$ cat config.mk
export PLATFORM = sky130hd
export DESIGN_NAME = mem_tester_top
export DESIGN_NICKNAME = d
export VERILOG_FILES = /design/src/mem_port_pkg.sv /design/src/mem_test_pkg.sv /design/src/fill_engine.sv /design/src/check_engine.sv /design/src/test_sequencer.sv /design/src/mem_tester_top.sv
export VERILOG_INCLUDE_DIRS = /design/src
export SDC_FILE = /design/constraint.sdc
export NUM_CORES = 1
export LEC_CHECK = 0
export BUFFER_PORTS_ARGS = -buffer_cell sky130_fd_sc_hd__buf_2
export CORE_UTILIZATION = 35
export DETAILED_ROUTE_END_ITERATION = 16
export PLACE_DENSITY_LB_ADDON = 0.3
export SYNTH_ARGS = -nofsm -noshare
export SYNTH_HDL_FRONTEND = slang
export SYNTH_HIERARCHICAL = 1
export SYNTH_SLANG_ARGS = --single-unit
$ cat constraint.sdc
create_clock -name clk -period 3.05 [get_ports clk]
set_input_delay 0 -clock clk [delete_from_list [all_inputs] [get_ports clk]]
set_output_delay 0 -clock clk [all_outputs]
set_load 0.02 [all_outputs]
$ cat src/mem_tester_config.svh
`ifndef MEM_TESTER_CONFIG_SVH
`define MEM_TESTER_CONFIG_SVH

// width of one word on the app data bus
`define MT_DATA_W 128

// app address, counted in 2-byte units
`define MT_ADDR_W 27

// data words per burst
`define MT_BURST_LEN 8

// address advance per burst of 8 words
`define MT_ADDR_STEP 64

// bursts covered by one pass over the test region
`define MT_TEST_BURSTS 16

// first state of the pattern LFSR
`define MT_LFSR_SEED 128'h0123_4567_890A_BCDE_FEDC_BA98_7654_3210

// read bursts allowed in flight at once
`define MT_MAX_RD_OUT 2

`endif

$ cat src/mem_port_pkg.sv
`default_nettype none

`include "mem_tester_config.svh"

package mem_port_pkg;

  // opcodes of the native app port
  typedef enum logic [2:0] {
    MEM_CMD_WR = 3'h0,
    MEM_CMD_RD = 3'h1
  } mem_cmd_e;

  // controller split of one address word
  typedef struct packed {
    logic [13:0] row;
    logic [2:0]  bank;
    logic [9:0]  col;
  } mem_rbc_t;

  // same address seen linearly or as row/bank/col
  typedef union packed {
    logic [`MT_ADDR_W-1:0] lin;
    mem_rbc_t              rbc;
  } mem_addr_u;

  typedef struct packed {
    mem_cmd_e              cmd;
    logic [`MT_ADDR_W-1:0] addr;
  } mem_req_t;

  typedef logic [`MT_DATA_W-1:0] mem_wdata_t;

  // bank moves to the top, row and column follow
  function automatic logic [`MT_ADDR_W-1:0] phys_addr(input mem_addr_u a);
    return {a.rbc.bank, a.rbc.row, a.rbc.col};
  endfunction

endpackage

`default_nettype wire

$ cat src/mem_test_pkg.sv
`default_nettype none

`include "mem_tester_config.svh"

package mem_test_pkg;

  // overall run phases
  typedef enum logic [2:0] {
    WAIT_CALIB = 3'd0,
    FILL       = 3'd1,
    CHECK      = 3'd2,
    INV_FILL   = 3'd3,
    INV_CHECK  = 3'd4,
    DONE       = 3'd5
  } test_phase_e;

  typedef struct packed {
    test_phase_e           phase;
    logic                  done;
    logic                  pass;
    // linear address of the first bad burst
    logic [`MT_ADDR_W-1:0] fail_addr;
  } test_status_t;

  // shift left, feedback taps 68, 67, 66 and 63
  function automatic logic [`MT_DATA_W-1:0] lfsr_next(input logic [`MT_DATA_W-1:0] v);
    return {v[`MT_DATA_W-2:0], v[68] ^ v[67] ^ v[66] ^ v[63]};
  endfunction

  // linear start address of a burst index
  function automatic logic [`MT_ADDR_W-1:0] burst_addr(input logic [`MT_ADDR_W-1:0] idx);
    return `MT_ADDR_W'(idx * `MT_ADDR_STEP);
  endfunction

endpackage

`default_nettype wire

$ cat src/fill_engine.sv
`default_nettype none

`include "mem_tester_config.svh"

module fill_engine (
  input  logic                     clk,
  input  logic                     rstn,
  input  logic                     start_i,
  input  logic                     invert_i,
  output logic                     wdata_valid_o,
  output mem_port_pkg::mem_wdata_t wdata_o,
  input  logic                     wdata_rdy_i,
  output logic                     cmd_valid_o,
  output mem_port_pkg::mem_req_t   req_o,
  input  logic                     cmd_rdy_i,
  output logic                     done_o
);

  import mem_port_pkg::*;
  import mem_test_pkg::*;

  localparam int WORD_W  = $clog2(`MT_BURST_LEN);
  localparam int BURST_W = $clog2(`MT_TEST_BURSTS + 1);

  typedef enum logic [1:0] {
    F_IDLE,
    F_DATA,
    F_CMD
  } fill_state_e;

  fill_state_e           state_q;
  logic [WORD_W-1:0]     word_q;
  logic [BURST_W-1:0]    burst_q;
  logic [`MT_DATA_W-1:0] lfsr_q;
  logic                  done_q;
  mem_addr_u             addr;
  logic                  wr_fire;
  logic                  cmd_fire;
  logic                  last_word;
  logic                  last_burst;

  assign wr_fire    = wdata_valid_o && wdata_rdy_i;
  assign cmd_fire   = cmd_valid_o && cmd_rdy_i;
  assign last_word  = (word_q == WORD_W'(`MT_BURST_LEN - 1));
  assign last_burst = (burst_q == BURST_W'(`MT_TEST_BURSTS - 1));

  assign wdata_valid_o = (state_q == F_DATA);
  assign cmd_valid_o   = (state_q == F_CMD);

  // next word of the sequence, complemented in the inverse pass
  assign wdata_o = invert_i ? ~lfsr_next(lfsr_q) : lfsr_next(lfsr_q);

  assign addr.lin = burst_addr(`MT_ADDR_W'(burst_q));
  assign req_o    = '{cmd: MEM_CMD_WR, addr: phys_addr(addr)};
  assign done_o   = done_q;

  // data words first, then the write command of that burst
  always_ff @(posedge clk or negedge rstn) begin
    if (!rstn) begin
      state_q <= F_IDLE;
      word_q  <= '0;
      burst_q <= '0;
      done_q  <= 1'b0;
    end else begin
      done_q <= 1'b0;
      case (state_q)
        F_IDLE: begin
          if (start_i) begin
            word_q  <= '0;
            burst_q <= '0;
            state_q <= F_DATA;
          end
        end
        F_DATA: begin
          if (wr_fire) begin
            word_q <= last_word ? '0 : word_q + 1'b1;
            if (last_word) begin
              state_q <= F_CMD;
            end
          end
        end
        F_CMD: begin
          if (cmd_fire) begin
            burst_q <= burst_q + 1'b1;
            if (last_burst) begin
              done_q  <= 1'b1;
              state_q <= F_IDLE;
            end else begin
              state_q <= F_DATA;
            end
          end
        end
        default: state_q <= F_IDLE;
      endcase
    end
  end

  // restarts from the seed each pass, one step per accepted word
  always_ff @(posedge clk) begin
    if (state_q == F_IDLE && start_i) begin
      lfsr_q <= `MT_LFSR_SEED;
    end else if (wr_fire) begin
      lfsr_q <= lfsr_next(lfsr_q);
    end
  end

endmodule

`default_nettype wire

$ cat src/check_engine.sv
`default_nettype none

`include "mem_tester_config.svh"

module check_engine (
  input  logic                     clk,
  input  logic                     rstn,
  input  logic                     start_i,
  input  logic                     invert_i,
  output logic                     cmd_valid_o,
  output mem_port_pkg::mem_req_t   req_o,
  input  logic                     cmd_rdy_i,
  input  logic                     rdata_valid_i,
  input  mem_port_pkg::mem_wdata_t rdata_i,
  output logic                     done_o,
  output logic                     mismatch_o,
  output logic [`MT_ADDR_W-1:0]    mismatch_addr_o
);

  import mem_port_pkg::*;
  import mem_test_pkg::*;

  localparam int WORD_W  = $clog2(`MT_BURST_LEN);
  localparam int BURST_W = $clog2(`MT_TEST_BURSTS + 1);
  localparam int OUT_W   = $clog2(`MT_MAX_RD_OUT + 1);

  // read command side
  logic                  issue_q;
  logic [BURST_W-1:0]    cmd_burst_q;
  logic [OUT_W-1:0]      out_q;
  mem_addr_u             addr;
  logic                  cmd_fire;

  // compare side
  logic                  rx_q;
  logic [WORD_W-1:0]     rx_word_q;
  logic [BURST_W-1:0]    rx_burst_q;
  logic [`MT_DATA_W-1:0] lfsr_q;
  logic [`MT_DATA_W-1:0] expected;
  logic                  mismatch_q;
  logic [`MT_ADDR_W-1:0] mismatch_addr_q;
  logic                  done_q;
  logic                  rx_fire;
  logic                  rx_burst_end;
  logic                  word_bad;

  // stall once the in-flight limit is reached
  assign cmd_valid_o = issue_q && (out_q < OUT_W'(`MT_MAX_RD_OUT));
  assign cmd_fire    = cmd_valid_o && cmd_rdy_i;
  assign addr.lin    = burst_addr(`MT_ADDR_W'(cmd_burst_q));
  assign req_o       = '{cmd: MEM_CMD_RD, addr: phys_addr(addr)};

  assign rx_fire      = rx_q && rdata_valid_i;
  assign rx_burst_end = rx_fire && (rx_word_q == WORD_W'(`MT_BURST_LEN - 1));
  assign expected     = invert_i ? ~lfsr_next(lfsr_q) : lfsr_next(lfsr_q);
  assign word_bad     = rx_fire && (rdata_i != expected);

  assign done_o          = done_q;
  assign mismatch_o      = mismatch_q;
  assign mismatch_addr_o = mismatch_addr_q;

  always_ff @(posedge clk or negedge rstn) begin
    if (!rstn) begin
      issue_q     <= 1'b0;
      cmd_burst_q <= '0;
      out_q       <= '0;
    end else begin
      if (start_i) begin
        issue_q     <= 1'b1;
        cmd_burst_q <= '0;
      end else if (cmd_fire) begin
        cmd_burst_q <= cmd_burst_q + 1'b1;
        if (cmd_burst_q == BURST_W'(`MT_TEST_BURSTS - 1)) begin
          issue_q <= 1'b0;
        end
      end
      // up on a sent read, down when its last word is back
      if (cmd_fire && !rx_burst_end) begin
        out_q <= out_q + 1'b1;
      end else if (!cmd_fire && rx_burst_end) begin
        out_q <= out_q - 1'b1;
      end
    end
  end

  always_ff @(posedge clk or negedge rstn) begin
    if (!rstn) begin
      rx_q       <= 1'b0;
      rx_word_q  <= '0;
      rx_burst_q <= '0;
      mismatch_q <= 1'b0;
      done_q     <= 1'b0;
    end else begin
      done_q <= 1'b0;
      if (start_i) begin
        rx_q       <= 1'b1;
        rx_word_q  <= '0;
        rx_burst_q <= '0;
        mismatch_q <= 1'b0;
      end else if (rx_fire) begin
        rx_word_q <= rx_burst_end ? '0 : rx_word_q + 1'b1;
        if (word_bad) begin
          mismatch_q <= 1'b1;
        end
        if (rx_burst_end) begin
          rx_burst_q <= rx_burst_q + 1'b1;
          if (rx_burst_q == BURST_W'(`MT_TEST_BURSTS - 1)) begin
            rx_q   <= 1'b0;
            done_q <= 1'b1;
          end
        end
      end
    end
  end

  // expected sequence steps once per arriving word
  always_ff @(posedge clk) begin
    if (start_i) begin
      lfsr_q <= `MT_LFSR_SEED;
    end else if (rx_fire) begin
      lfsr_q <= lfsr_next(lfsr_q);
    end
    // only the first bad burst is kept
    if (word_bad && !mismatch_q) begin
      mismatch_addr_q <= burst_addr(`MT_ADDR_W'(rx_burst_q));
    end
  end

endmodule

`default_nettype wire

$ cat src/test_sequencer.sv
`default_nettype none

`include "mem_tester_config.svh"

module test_sequencer (
  input  logic                       clk,
  input  logic                       rstn,
  input  logic                       calib_done_i,
  output logic                       fill_start_o,
  output logic                       fill_invert_o,
  input  logic                       fill_done_i,
  output logic                       check_start_o,
  output logic                       check_invert_o,
  input  logic                       check_done_i,
  input  logic                       check_mismatch_i,
  input  logic [`MT_ADDR_W-1:0]      check_mismatch_addr_i,
  input  logic                       fill_cmd_valid_i,
  input  mem_port_pkg::mem_req_t     fill_req_i,
  input  logic                       check_cmd_valid_i,
  input  mem_port_pkg::mem_req_t     check_req_i,
  output logic                       mem_cmd_valid_o,
  output mem_port_pkg::mem_req_t     mem_req_o,
  input  logic                       mem_cmd_rdy_i,
  output logic                       fill_cmd_rdy_o,
  output logic                       check_cmd_rdy_o,
  output mem_test_pkg::test_status_t status_o
);

  import mem_port_pkg::*;
  import mem_test_pkg::*;

  test_phase_e           phase_q;
  logic [7:0]            calib_cnt_q;
  logic                  fill_start_q;
  logic                  check_start_q;
  logic                  pass_q;
  logic [`MT_ADDR_W-1:0] fail_addr_q;
  logic                  fill_sel;
  logic                  check_sel;

  assign fill_sel  = (phase_q == FILL) || (phase_q == INV_FILL);
  assign check_sel = (phase_q == CHECK) || (phase_q == INV_CHECK);

  assign fill_start_o   = fill_start_q;
  assign check_start_o  = check_start_q;
  assign fill_invert_o  = (phase_q == INV_FILL);
  assign check_invert_o = (phase_q == INV_CHECK);

  // only the engine of the current phase sees the command port
  assign fill_cmd_rdy_o  = fill_sel && mem_cmd_rdy_i;
  assign check_cmd_rdy_o = check_sel && mem_cmd_rdy_i;

  always_comb begin
    if (fill_sel) begin
      mem_cmd_valid_o = fill_cmd_valid_i;
      mem_req_o       = fill_req_i;
    end else if (check_sel) begin
      mem_cmd_valid_o = check_cmd_valid_i;
      mem_req_o       = check_req_i;
    end else begin
      mem_cmd_valid_o = 1'b0;
      mem_req_o       = '{cmd: MEM_CMD_RD, addr: '0};
    end
  end

  assign status_o = '{
    phase:     phase_q,
    done:      (phase_q == DONE),
    pass:      pass_q,
    fail_addr: fail_addr_q
  };

  always_ff @(posedge clk or negedge rstn) begin
    if (!rstn) begin
      phase_q       <= WAIT_CALIB;
      calib_cnt_q   <= '0;
      fill_start_q  <= 1'b0;
      check_start_q <= 1'b0;
      pass_q        <= 1'b0;
      fail_addr_q   <= '0;
    end else begin
      fill_start_q  <= 1'b0;
      check_start_q <= 1'b0;
      case (phase_q)
        WAIT_CALIB: begin
          // 256 cycles of settled calibration before the first write
          if (!calib_done_i) begin
            calib_cnt_q <= '0;
          end else if (calib_cnt_q == 8'hff) begin
            phase_q      <= FILL;
            fill_start_q <= 1'b1;
          end else begin
            calib_cnt_q <= calib_cnt_q + 1'b1;
          end
        end
        FILL: begin
          if (fill_done_i) begin
            phase_q       <= CHECK;
            check_start_q <= 1'b1;
          end
        end
        CHECK: begin
          if (check_done_i && check_mismatch_i) begin
            phase_q     <= DONE;
            fail_addr_q <= check_mismatch_addr_i;
          end else if (check_done_i) begin
            phase_q      <= INV_FILL;
            fill_start_q <= 1'b1;
          end
        end
        INV_FILL: begin
          if (fill_done_i) begin
            phase_q       <= INV_CHECK;
            check_start_q <= 1'b1;
          end
        end
        INV_CHECK: begin
          if (check_done_i) begin
            phase_q <= DONE;
            pass_q  <= !check_mismatch_i;
            if (check_mismatch_i) begin
              fail_addr_q <= check_mismatch_addr_i;
            end
          end
        end
        // DONE holds until the next reset
        default: phase_q <= DONE;
      endcase
    end
  end

endmodule

`default_nettype wire

$ cat src/mem_tester_top.sv
`default_nettype none

`include "mem_tester_config.svh"

module mem_tester_top (
  input  logic                       clk,
  input  logic                       rstn,
  input  logic                       calib_done_i,
  output logic                       mem_cmd_valid_o,
  output mem_port_pkg::mem_req_t     mem_req_o,
  input  logic                       mem_cmd_rdy_i,
  output logic                       mem_wdata_valid_o,
  output mem_port_pkg::mem_wdata_t   mem_wdata_o,
  input  logic                       mem_wdata_rdy_i,
  input  logic                       mem_rdata_valid_i,
  input  mem_port_pkg::mem_wdata_t   mem_rdata_i,
  output mem_test_pkg::test_status_t status_o
);

  import mem_port_pkg::*;

  logic                  fill_start;
  logic                  fill_invert;
  logic                  fill_done;
  logic                  fill_cmd_valid;
  logic                  fill_cmd_rdy;
  mem_req_t              fill_req;
  logic                  check_start;
  logic                  check_invert;
  logic                  check_done;
  logic                  check_mismatch;
  logic [`MT_ADDR_W-1:0] check_mismatch_addr;
  logic                  check_cmd_valid;
  logic                  check_cmd_rdy;
  mem_req_t              check_req;

  // write side, owns the data port
  fill_engine u_fill (
    .clk           (clk),
    .rstn          (rstn),
    .start_i       (fill_start),
    .invert_i      (fill_invert),
    .wdata_valid_o (mem_wdata_valid_o),
    .wdata_o       (mem_wdata_o),
    .wdata_rdy_i   (mem_wdata_rdy_i),
    .cmd_valid_o   (fill_cmd_valid),
    .req_o         (fill_req),
    .cmd_rdy_i     (fill_cmd_rdy),
    .done_o        (fill_done)
  );

  // read side, compares on the fly
  check_engine u_check (
    .clk             (clk),
    .rstn            (rstn),
    .start_i         (check_start),
    .invert_i        (check_invert),
    .cmd_valid_o     (check_cmd_valid),
    .req_o           (check_req),
    .cmd_rdy_i       (check_cmd_rdy),
    .rdata_valid_i   (mem_rdata_valid_i),
    .rdata_i         (mem_rdata_i),
    .done_o          (check_done),
    .mismatch_o      (check_mismatch),
    .mismatch_addr_o (check_mismatch_addr)
  );

  test_sequencer u_seq (
    .clk                   (clk),
    .rstn                  (rstn),
    .calib_done_i          (calib_done_i),
    .fill_start_o          (fill_start),
    .fill_invert_o         (fill_invert),
    .fill_done_i           (fill_done),
    .check_start_o         (check_start),
    .check_invert_o        (check_invert),
    .check_done_i          (check_done),
    .check_mismatch_i      (check_mismatch),
    .check_mismatch_addr_i (check_mismatch_addr),
    .fill_cmd_valid_i      (fill_cmd_valid),
    .fill_req_i            (fill_req),
    .check_cmd_valid_i     (check_cmd_valid),
    .check_req_i           (check_req),
    .mem_cmd_valid_o       (mem_cmd_valid_o),
    .mem_req_o             (mem_req_o),
    .mem_cmd_rdy_i         (mem_cmd_rdy_i),
    .fill_cmd_rdy_o        (fill_cmd_rdy),
    .check_cmd_rdy_o       (check_cmd_rdy),
    .status_o              (status_o)
  );

endmodule

`default_nettype wire

**Yosys cells after proc, flatten, opt, wreduce, memory -nomap -nowiden**

Cells that the tools add are included.

- Bits in registers: 330
- Bits in latches: 0
- Memory bits (writable): 0
- Memory bits (read-only): 0
- Bits of input ports: 134
- Output and inout bits: 192
- Word-level logic and storage cells: 175
- Memories kept: 0

- Add/sub/neg operators: 8
- Multiply operators: 0
- Div/mod/pow operators: 0
- Order comparisons: 1
- Eq/ne operators: 27
- Shift operators: 0
- Mux-type cells: 67
- Bitwise operators: 8
- Reduce and logical (&&, ||, !) cells: 43

Operator list:

| cell | count |
|---|---|
| $mux 128 | 2 |
| $not 128->128 | 2 |
| $ne 128x128->1 | 1 |
| $mux 27 | 3 |
| $pmux 27 s2 | 1 |
| $mux 3 | 13 |
| $mux 5 | 7 |
| $mux 30 | 1 |
| $mux 1 | 26 |
| $mux 25 | 1 |
| $ne 2x2->1 const B | 10 |
| $reduce_bool 2->1 | 10 |
| $mux 8 | 2 |
| $add 5x1->5 const B | 3 |
| $eq 5x4->1 const B | 3 |
| $pmux 3 s5 | 1 |
| $logic_and 1x1->1 | 14 |
| $eq 3x3->1 const B | 4 |
| $mux 2 | 6 |
| $pmux 5 s2 | 1 |
| $reduce_and 2->1 | 5 |
| $reduce_and 3->1 | 3 |
| $add 8x1->8 const B | 1 |
| $eq 8x8->1 const B | 1 |
| other kinds (21) | 33 |

**Depth between registers and ports, before layout**

- Word-level depth: 10
- Mapped depth: 10
- Gate-level depth less buffers: 8

**Hierarchy**

The synthesis kept the hierarchy.

By module, submodules not included:

| module | instances | cells an instance | area an instance (µm²) | sequential area each (µm²) |
|---|---|---|---|---|
| check_engine | 1 | 944 | 7,841.3 | 3,168.0 |
| fill_engine | 1 | 518 | 5,885.6 | 2,817.7 |
| test_sequencer | 1 | 184 | 2,084.5 | 1,026.0 |

**Worst setup path after synthesis**

No wires, ideal clock.

- Path type: register to register
- Start point: register u_seq.phase_q[2]
- End point: register u_check.mismatch_addr_q[10] (netlist: u_check/mismatch_addr_o[10]) (enable)
- Library setup time: 378 ps
- Data arrival time: 2,521 ps
- Data required time: 2,672 ps
- Slack: 151 ps
- Cell stages (with the launch flop): 9
- Path buffers: 3
- Period minus slack after synthesis: 2,899 ps
- Path through: dfrtp_1 > buf_2 > nor3b_1 > clkbuf_1 > buf_1 > nor3_1 > o21ai_0 > nor2_1 > a311oi_1

- Longest elaborated chain between the ends: 5

Ends and longest elaborated chain:

| item | RTL line | RTL |
|---|---|---|
| from (decl) | test_sequencer.sv:32 | `test_phase_e phase_q;` |
| from (signal assigned) | test_sequencer.sv:75 | `phase_q <= WAIT_CALIB;` |
| from (signal assigned) | test_sequencer.sv:90 | `phase_q <= FILL;` |
| from (signal assigned) | test_sequencer.sv:98 | `phase_q <= CHECK;` |
| $eq 3x3->1 | test_sequencer.sv:47 | `assign check_invert_o = (phase_q == INV_CHECK);` |
| named net check_invert | mem_tester_top.sv:29 | `logic check_invert;` |
| $mux 128 | check_engine.sv:55 | `assign expected = invert_i ? ~lfsr_next(lfsr_q) : lfsr_next(lfsr_q);` |
| $ne 128x128->1 | check_engine.sv:56 | `assign word_bad = rx_fire && (rdata_i != expected);` |
| $logic_and 1x1->1 | check_engine.sv:56 |  |
| $logic_and 1x1->1 | check_engine.sv:124 | `if (word_bad && !mismatch_q) begin` |
| to (signal assigned) | check_engine.sv:125 | `` mismatch_addr_q <= burst_addr(`MT_ADDR_W'(rx_burst_q)); `` |
| to (decl) | check_engine.sv:41 | `` logic [`MT_ADDR_W-1:0] mismatch_addr_q; `` |

The timed path passes the listed nets, and every way through them passes these cells.
A chain may end at the register's enable or synchronous reset.

**Final worst setup path**

- Start point: register u_seq.phase_q[0]
- End point: output mem_wdata_o[89]

- Longest elaborated chain between the ends: 2

Ends and longest elaborated chain:

| item | RTL line | RTL |
|---|---|---|
| $eq 3x2->1 | test_sequencer.sv:46 | `assign fill_invert_o = (phase_q == INV_FILL);` |
| named net fill_invert | mem_tester_top.sv:23 | `logic fill_invert;` |
| $mux 128 | fill_engine.sv:51 | `assign wdata_o = invert_i ? ~lfsr_next(lfsr_q) : lfsr_next(lfsr_q);` |
| to (decl) | mem_tester_top.sv:13 | `output mem_port_pkg::mem_wdata_t mem_wdata_o,` |

The timed path passes the listed nets, and every way through them passes these cells.

==> flow_summary.yaml <==
place:
  dp_cells: 2451
  port-buffer-count: 301
  dp_hpwl_um: 33390
  placement.setup.worst_slack_ns: 0.2377
  routability_congestion: 0.9060
route:
  detail_route.wl_per_cell_um: 17.86
  first_pass_iters: 6
  postRouteWirelength_um: 45190
  route.detailed.vias_per_inst: 4.976
  number_of_nets_still_failing_antenna_checks_after_routing: 0
  routed-via-count: 12590
  initialDrtViolationCount: 959
  route.detailed.drc: 0
cts:
  maximum_level_of_the_cts_h_tree: 2
  cts-buffers-inserted: 40
  insertion_delay_ns: 0.56
  clk_pin_slew_worst_paths_ns: 0.05
  clock_sink_count: 330
  clock_tree_root_driver_cell: "clkbuf_16"
  postCtsSetupBuffers: 0
  tritoncts: "done"
  clock_tree_buffer_depth: 3
setup_path:
  required_ns: 3.05
  critPathSlowestCell: "and2_4"
  cp-start-kind: "flip-flop"
  timing_worst_setup_path_type: "flip-flop to output pin"
  worst_ep_arrival_ns: 2.70
  reg2reg_from: "u_check/lfsr_q[92]"
  cp-end-kind: "output pin"
  critical_path_origin: "u_seq/phase_q[0]"
  ff2ff_path_depth: 6
  worstSetupEndpoint: "mem_wdata_o[89]"
  r2r_setup_slack_ns: 0.36
  critical_path.max_stage_delay_ns: 0.38
  crit_path_max_fanout: 45
  critical_path.cell_chain: "buf_4 > nor2b_2 > and2_4 > buf_12 > xor2_1 > buf_2"
  reg2reg_to: "u_check/mismatch_addr_o[6]"
floorplanning:
  core_area_mm2: 0.04441
  floorplan.die.height_um: 214.5
  fp.dieArea_mm2: 0.04603
  num_io_pins: 326
  starting_density_of_the_core_pct: 35.60
  floorplan.rows: 77
  die_x_um: 214.5
timing:
  worstMarginPinSlew_ns: 0.9304
  final_min_period_over_clock_period_pct: 88.45
  setup_slack_ns: 0.3524
  fin_crit_ns: 2.698
  clock_skew_ns: 0.01325
  final-setup-viol-count: 0
  max_freq_mhz: 370.7
  setup_repair_after_global_routing_missed_its_margin: "false"
  timing.hold.ws_ns: 0.1159
  final_hold_viol_count: 0
  slew_headroom_pct: 37.97
  tns_ns: 0
  final_max_slew_viol_count: 0
cells_and_area:
  nets: 2052
  flow.area_growth_from_synthesis_pct: 19.90
  total_area_of_multi_input_combinational_cells_mm2: 0.007991
  post_layout_nonfiller_instances: 2530
  layout-drive-gt1-share_pct: 22.29
  final.fill_count: 4374
  antenna_cells: 0
  post-route-util_pct: 42.69
  register_area_mm2: 0.007015
global_route:
  grt_start_max_net_pins: 72
  gr-usage-all-layers_pct: 19.28
  first_pass_grt_wire_length_um: 69330
  vias_in_the_first_global_route: 11920
  grt_antenna_before_repair: 3
  grt.overflow.total: 0
pwr:
  p_per_area_mw_per_mm2: 825.9
  static-leakage-power_nw: 8.675
  peak_vdd_ir_mv: 0.4691
yosys:
  number_of_synthesized_register_bits: 330
  post-synth-top-count-cell: "nand2_1"
  share_of_the_synthesized_area_in_the_top_cell_type_pct: 32.16
  postSynth.asyncResetShare_pct: 21.52
  post_synth_inst_count: 1646
  synth.yosys.warnings: 6
  synthesis.area_per_instance_um2: 9.606
  synth.cells.most_frequent: "nand2_1, dfxtp_1, xor2_1"
  synth.yosys.seq_area_share_pct: 44.35
  most_frequently_used_flop_master_after_synthesis: "dfxtp_1"
  synth-edff-count: 5
  synth_area_leader_cell: "dfxtp_1"
  synthTopCellsByArea: "dfxtp_1, dfrtp_1, xor2_1, nand2_1, a22o_1"
  netlist-cell-type-count: 70
  mappedNetlistArea_mm2: 0.01581
job:
  maxCapViolCount: 0
hold_path:
  worst_hold_path_type: "input pin to asynchronous set/reset pin"
run_status:
  outcome: "complete, no violations"
==> how the worst min path moves through the flow <==
stage	start	cells past startpoint	endpoint
2_1_floorplan	rstn	0	u_check/cmd_burst_q[0]
3_3_place_gp	rstn	1	u_seq/fail_addr_q[0]
3_5_place_dp	rstn	1	u_seq/fail_addr_q[26]
4_1_cts	rstn	2	u_seq/fail_addr_q[16]
5_1_grt	rstn	2	u_seq/fail_addr_q[4]
6_report	rstn	2	u_seq/fail_addr_q[4]
==> cells by family after synthesis <==
kind of cell | synth area share (%)
simple gates | 14.64
flops | 44.35
compound gates | 14.96
xor+xnor | 15.60
buf+inv | 7.003
mux | 2.437
fa+ha+maj | 0.9496
other cells | 0.07121
==> worst max-delay path, delay by kind of cell, from the launching register on <==
| family | cells | cell delay (ns) |
|---|---|---|
| XOR/XNOR | 1 | 0.29 |
| flip-flops | 1 | 0.35 |
| buffers and inverters | 3 | 0.74 |
| AND/OR/NAND/NOR | 2 | 0.73 |
==> timing repair <==
action | in CTS | in global routing
hold buffers | 5 | 0
endpoints found under the hold margin | 87 | 0
setup endpoints to repair | 0 | 5
resized for setup | 0 | 1
==> layout make-up <==
cell class	count	area share (%)
Clock inverter	13	0.8250
Timing Repair Buffer	330	9.768
Sequential cell	330	37.00
Clock buffer	61	6.065
Tap cell	592	3.907
Inverter	14	0.2772
Multi-Input combinational cell	1190	42.15
==> routing by layer <==
layer  vias up  wire length (um)  GRT usage, %
met3        72              2960         3.801
met4         0              1340         6.476
met5         -                 0             0
li1       6066                 -             -
met1      6006             19960         25.67
met2       445             20930         31.11
==> per-stage QoR <==
stage               cell area, um^2  power (mW)
finish                        18960       15.66
global placement              17600       10.99
CTS                           18950       15.86
global route                  18960       16.50
floorplan                     16070       9.468
detailed placement            17600       11.07
==> where the power goes <==
part | internal [mW] | switching [mW]
Combinational | 1.97 | 2.68
Clock | 2.79 | 1.89
Sequential | 5.35 | 0.963
==> cell usage in the layout, fill, tap and decap left out, types with 16 or more instances in the layout <==
cell type,instances
xor2_1,195
dfrtp_1,70
a22o_1,107
nand3b_1,63
nand2_1,284
buf_2,300
o22a_1,60
o21ai_0,17
nor2_1,25
mux2_2,27
nand4_1,19
conb_1,72
xnor2_1,84
dfxtp_1,254
buf_4,16
a21oi_1,80
clkbuf_16,40
==> state kept, by name, indices dropped and copies added (netlist names), 2 cells and up <==
signal                   cells
u_check/cmd_burst_q          5
u_check/lfsr_q             127
u_check/mismatch_addr_o      5
u_check/out_q                2
u_check/rx_burst_q           5
u_check/rx_word_q            3
u_fill/burst_q               5
u_fill/lfsr_q              127
u_fill/state_q               2
u_fill/word_q                3
u_seq/calib_cnt_q            8
u_seq/fail_addr_q           27
u_seq/phase_q                3
Note: power is estimated with default switching activity, not from simulation.
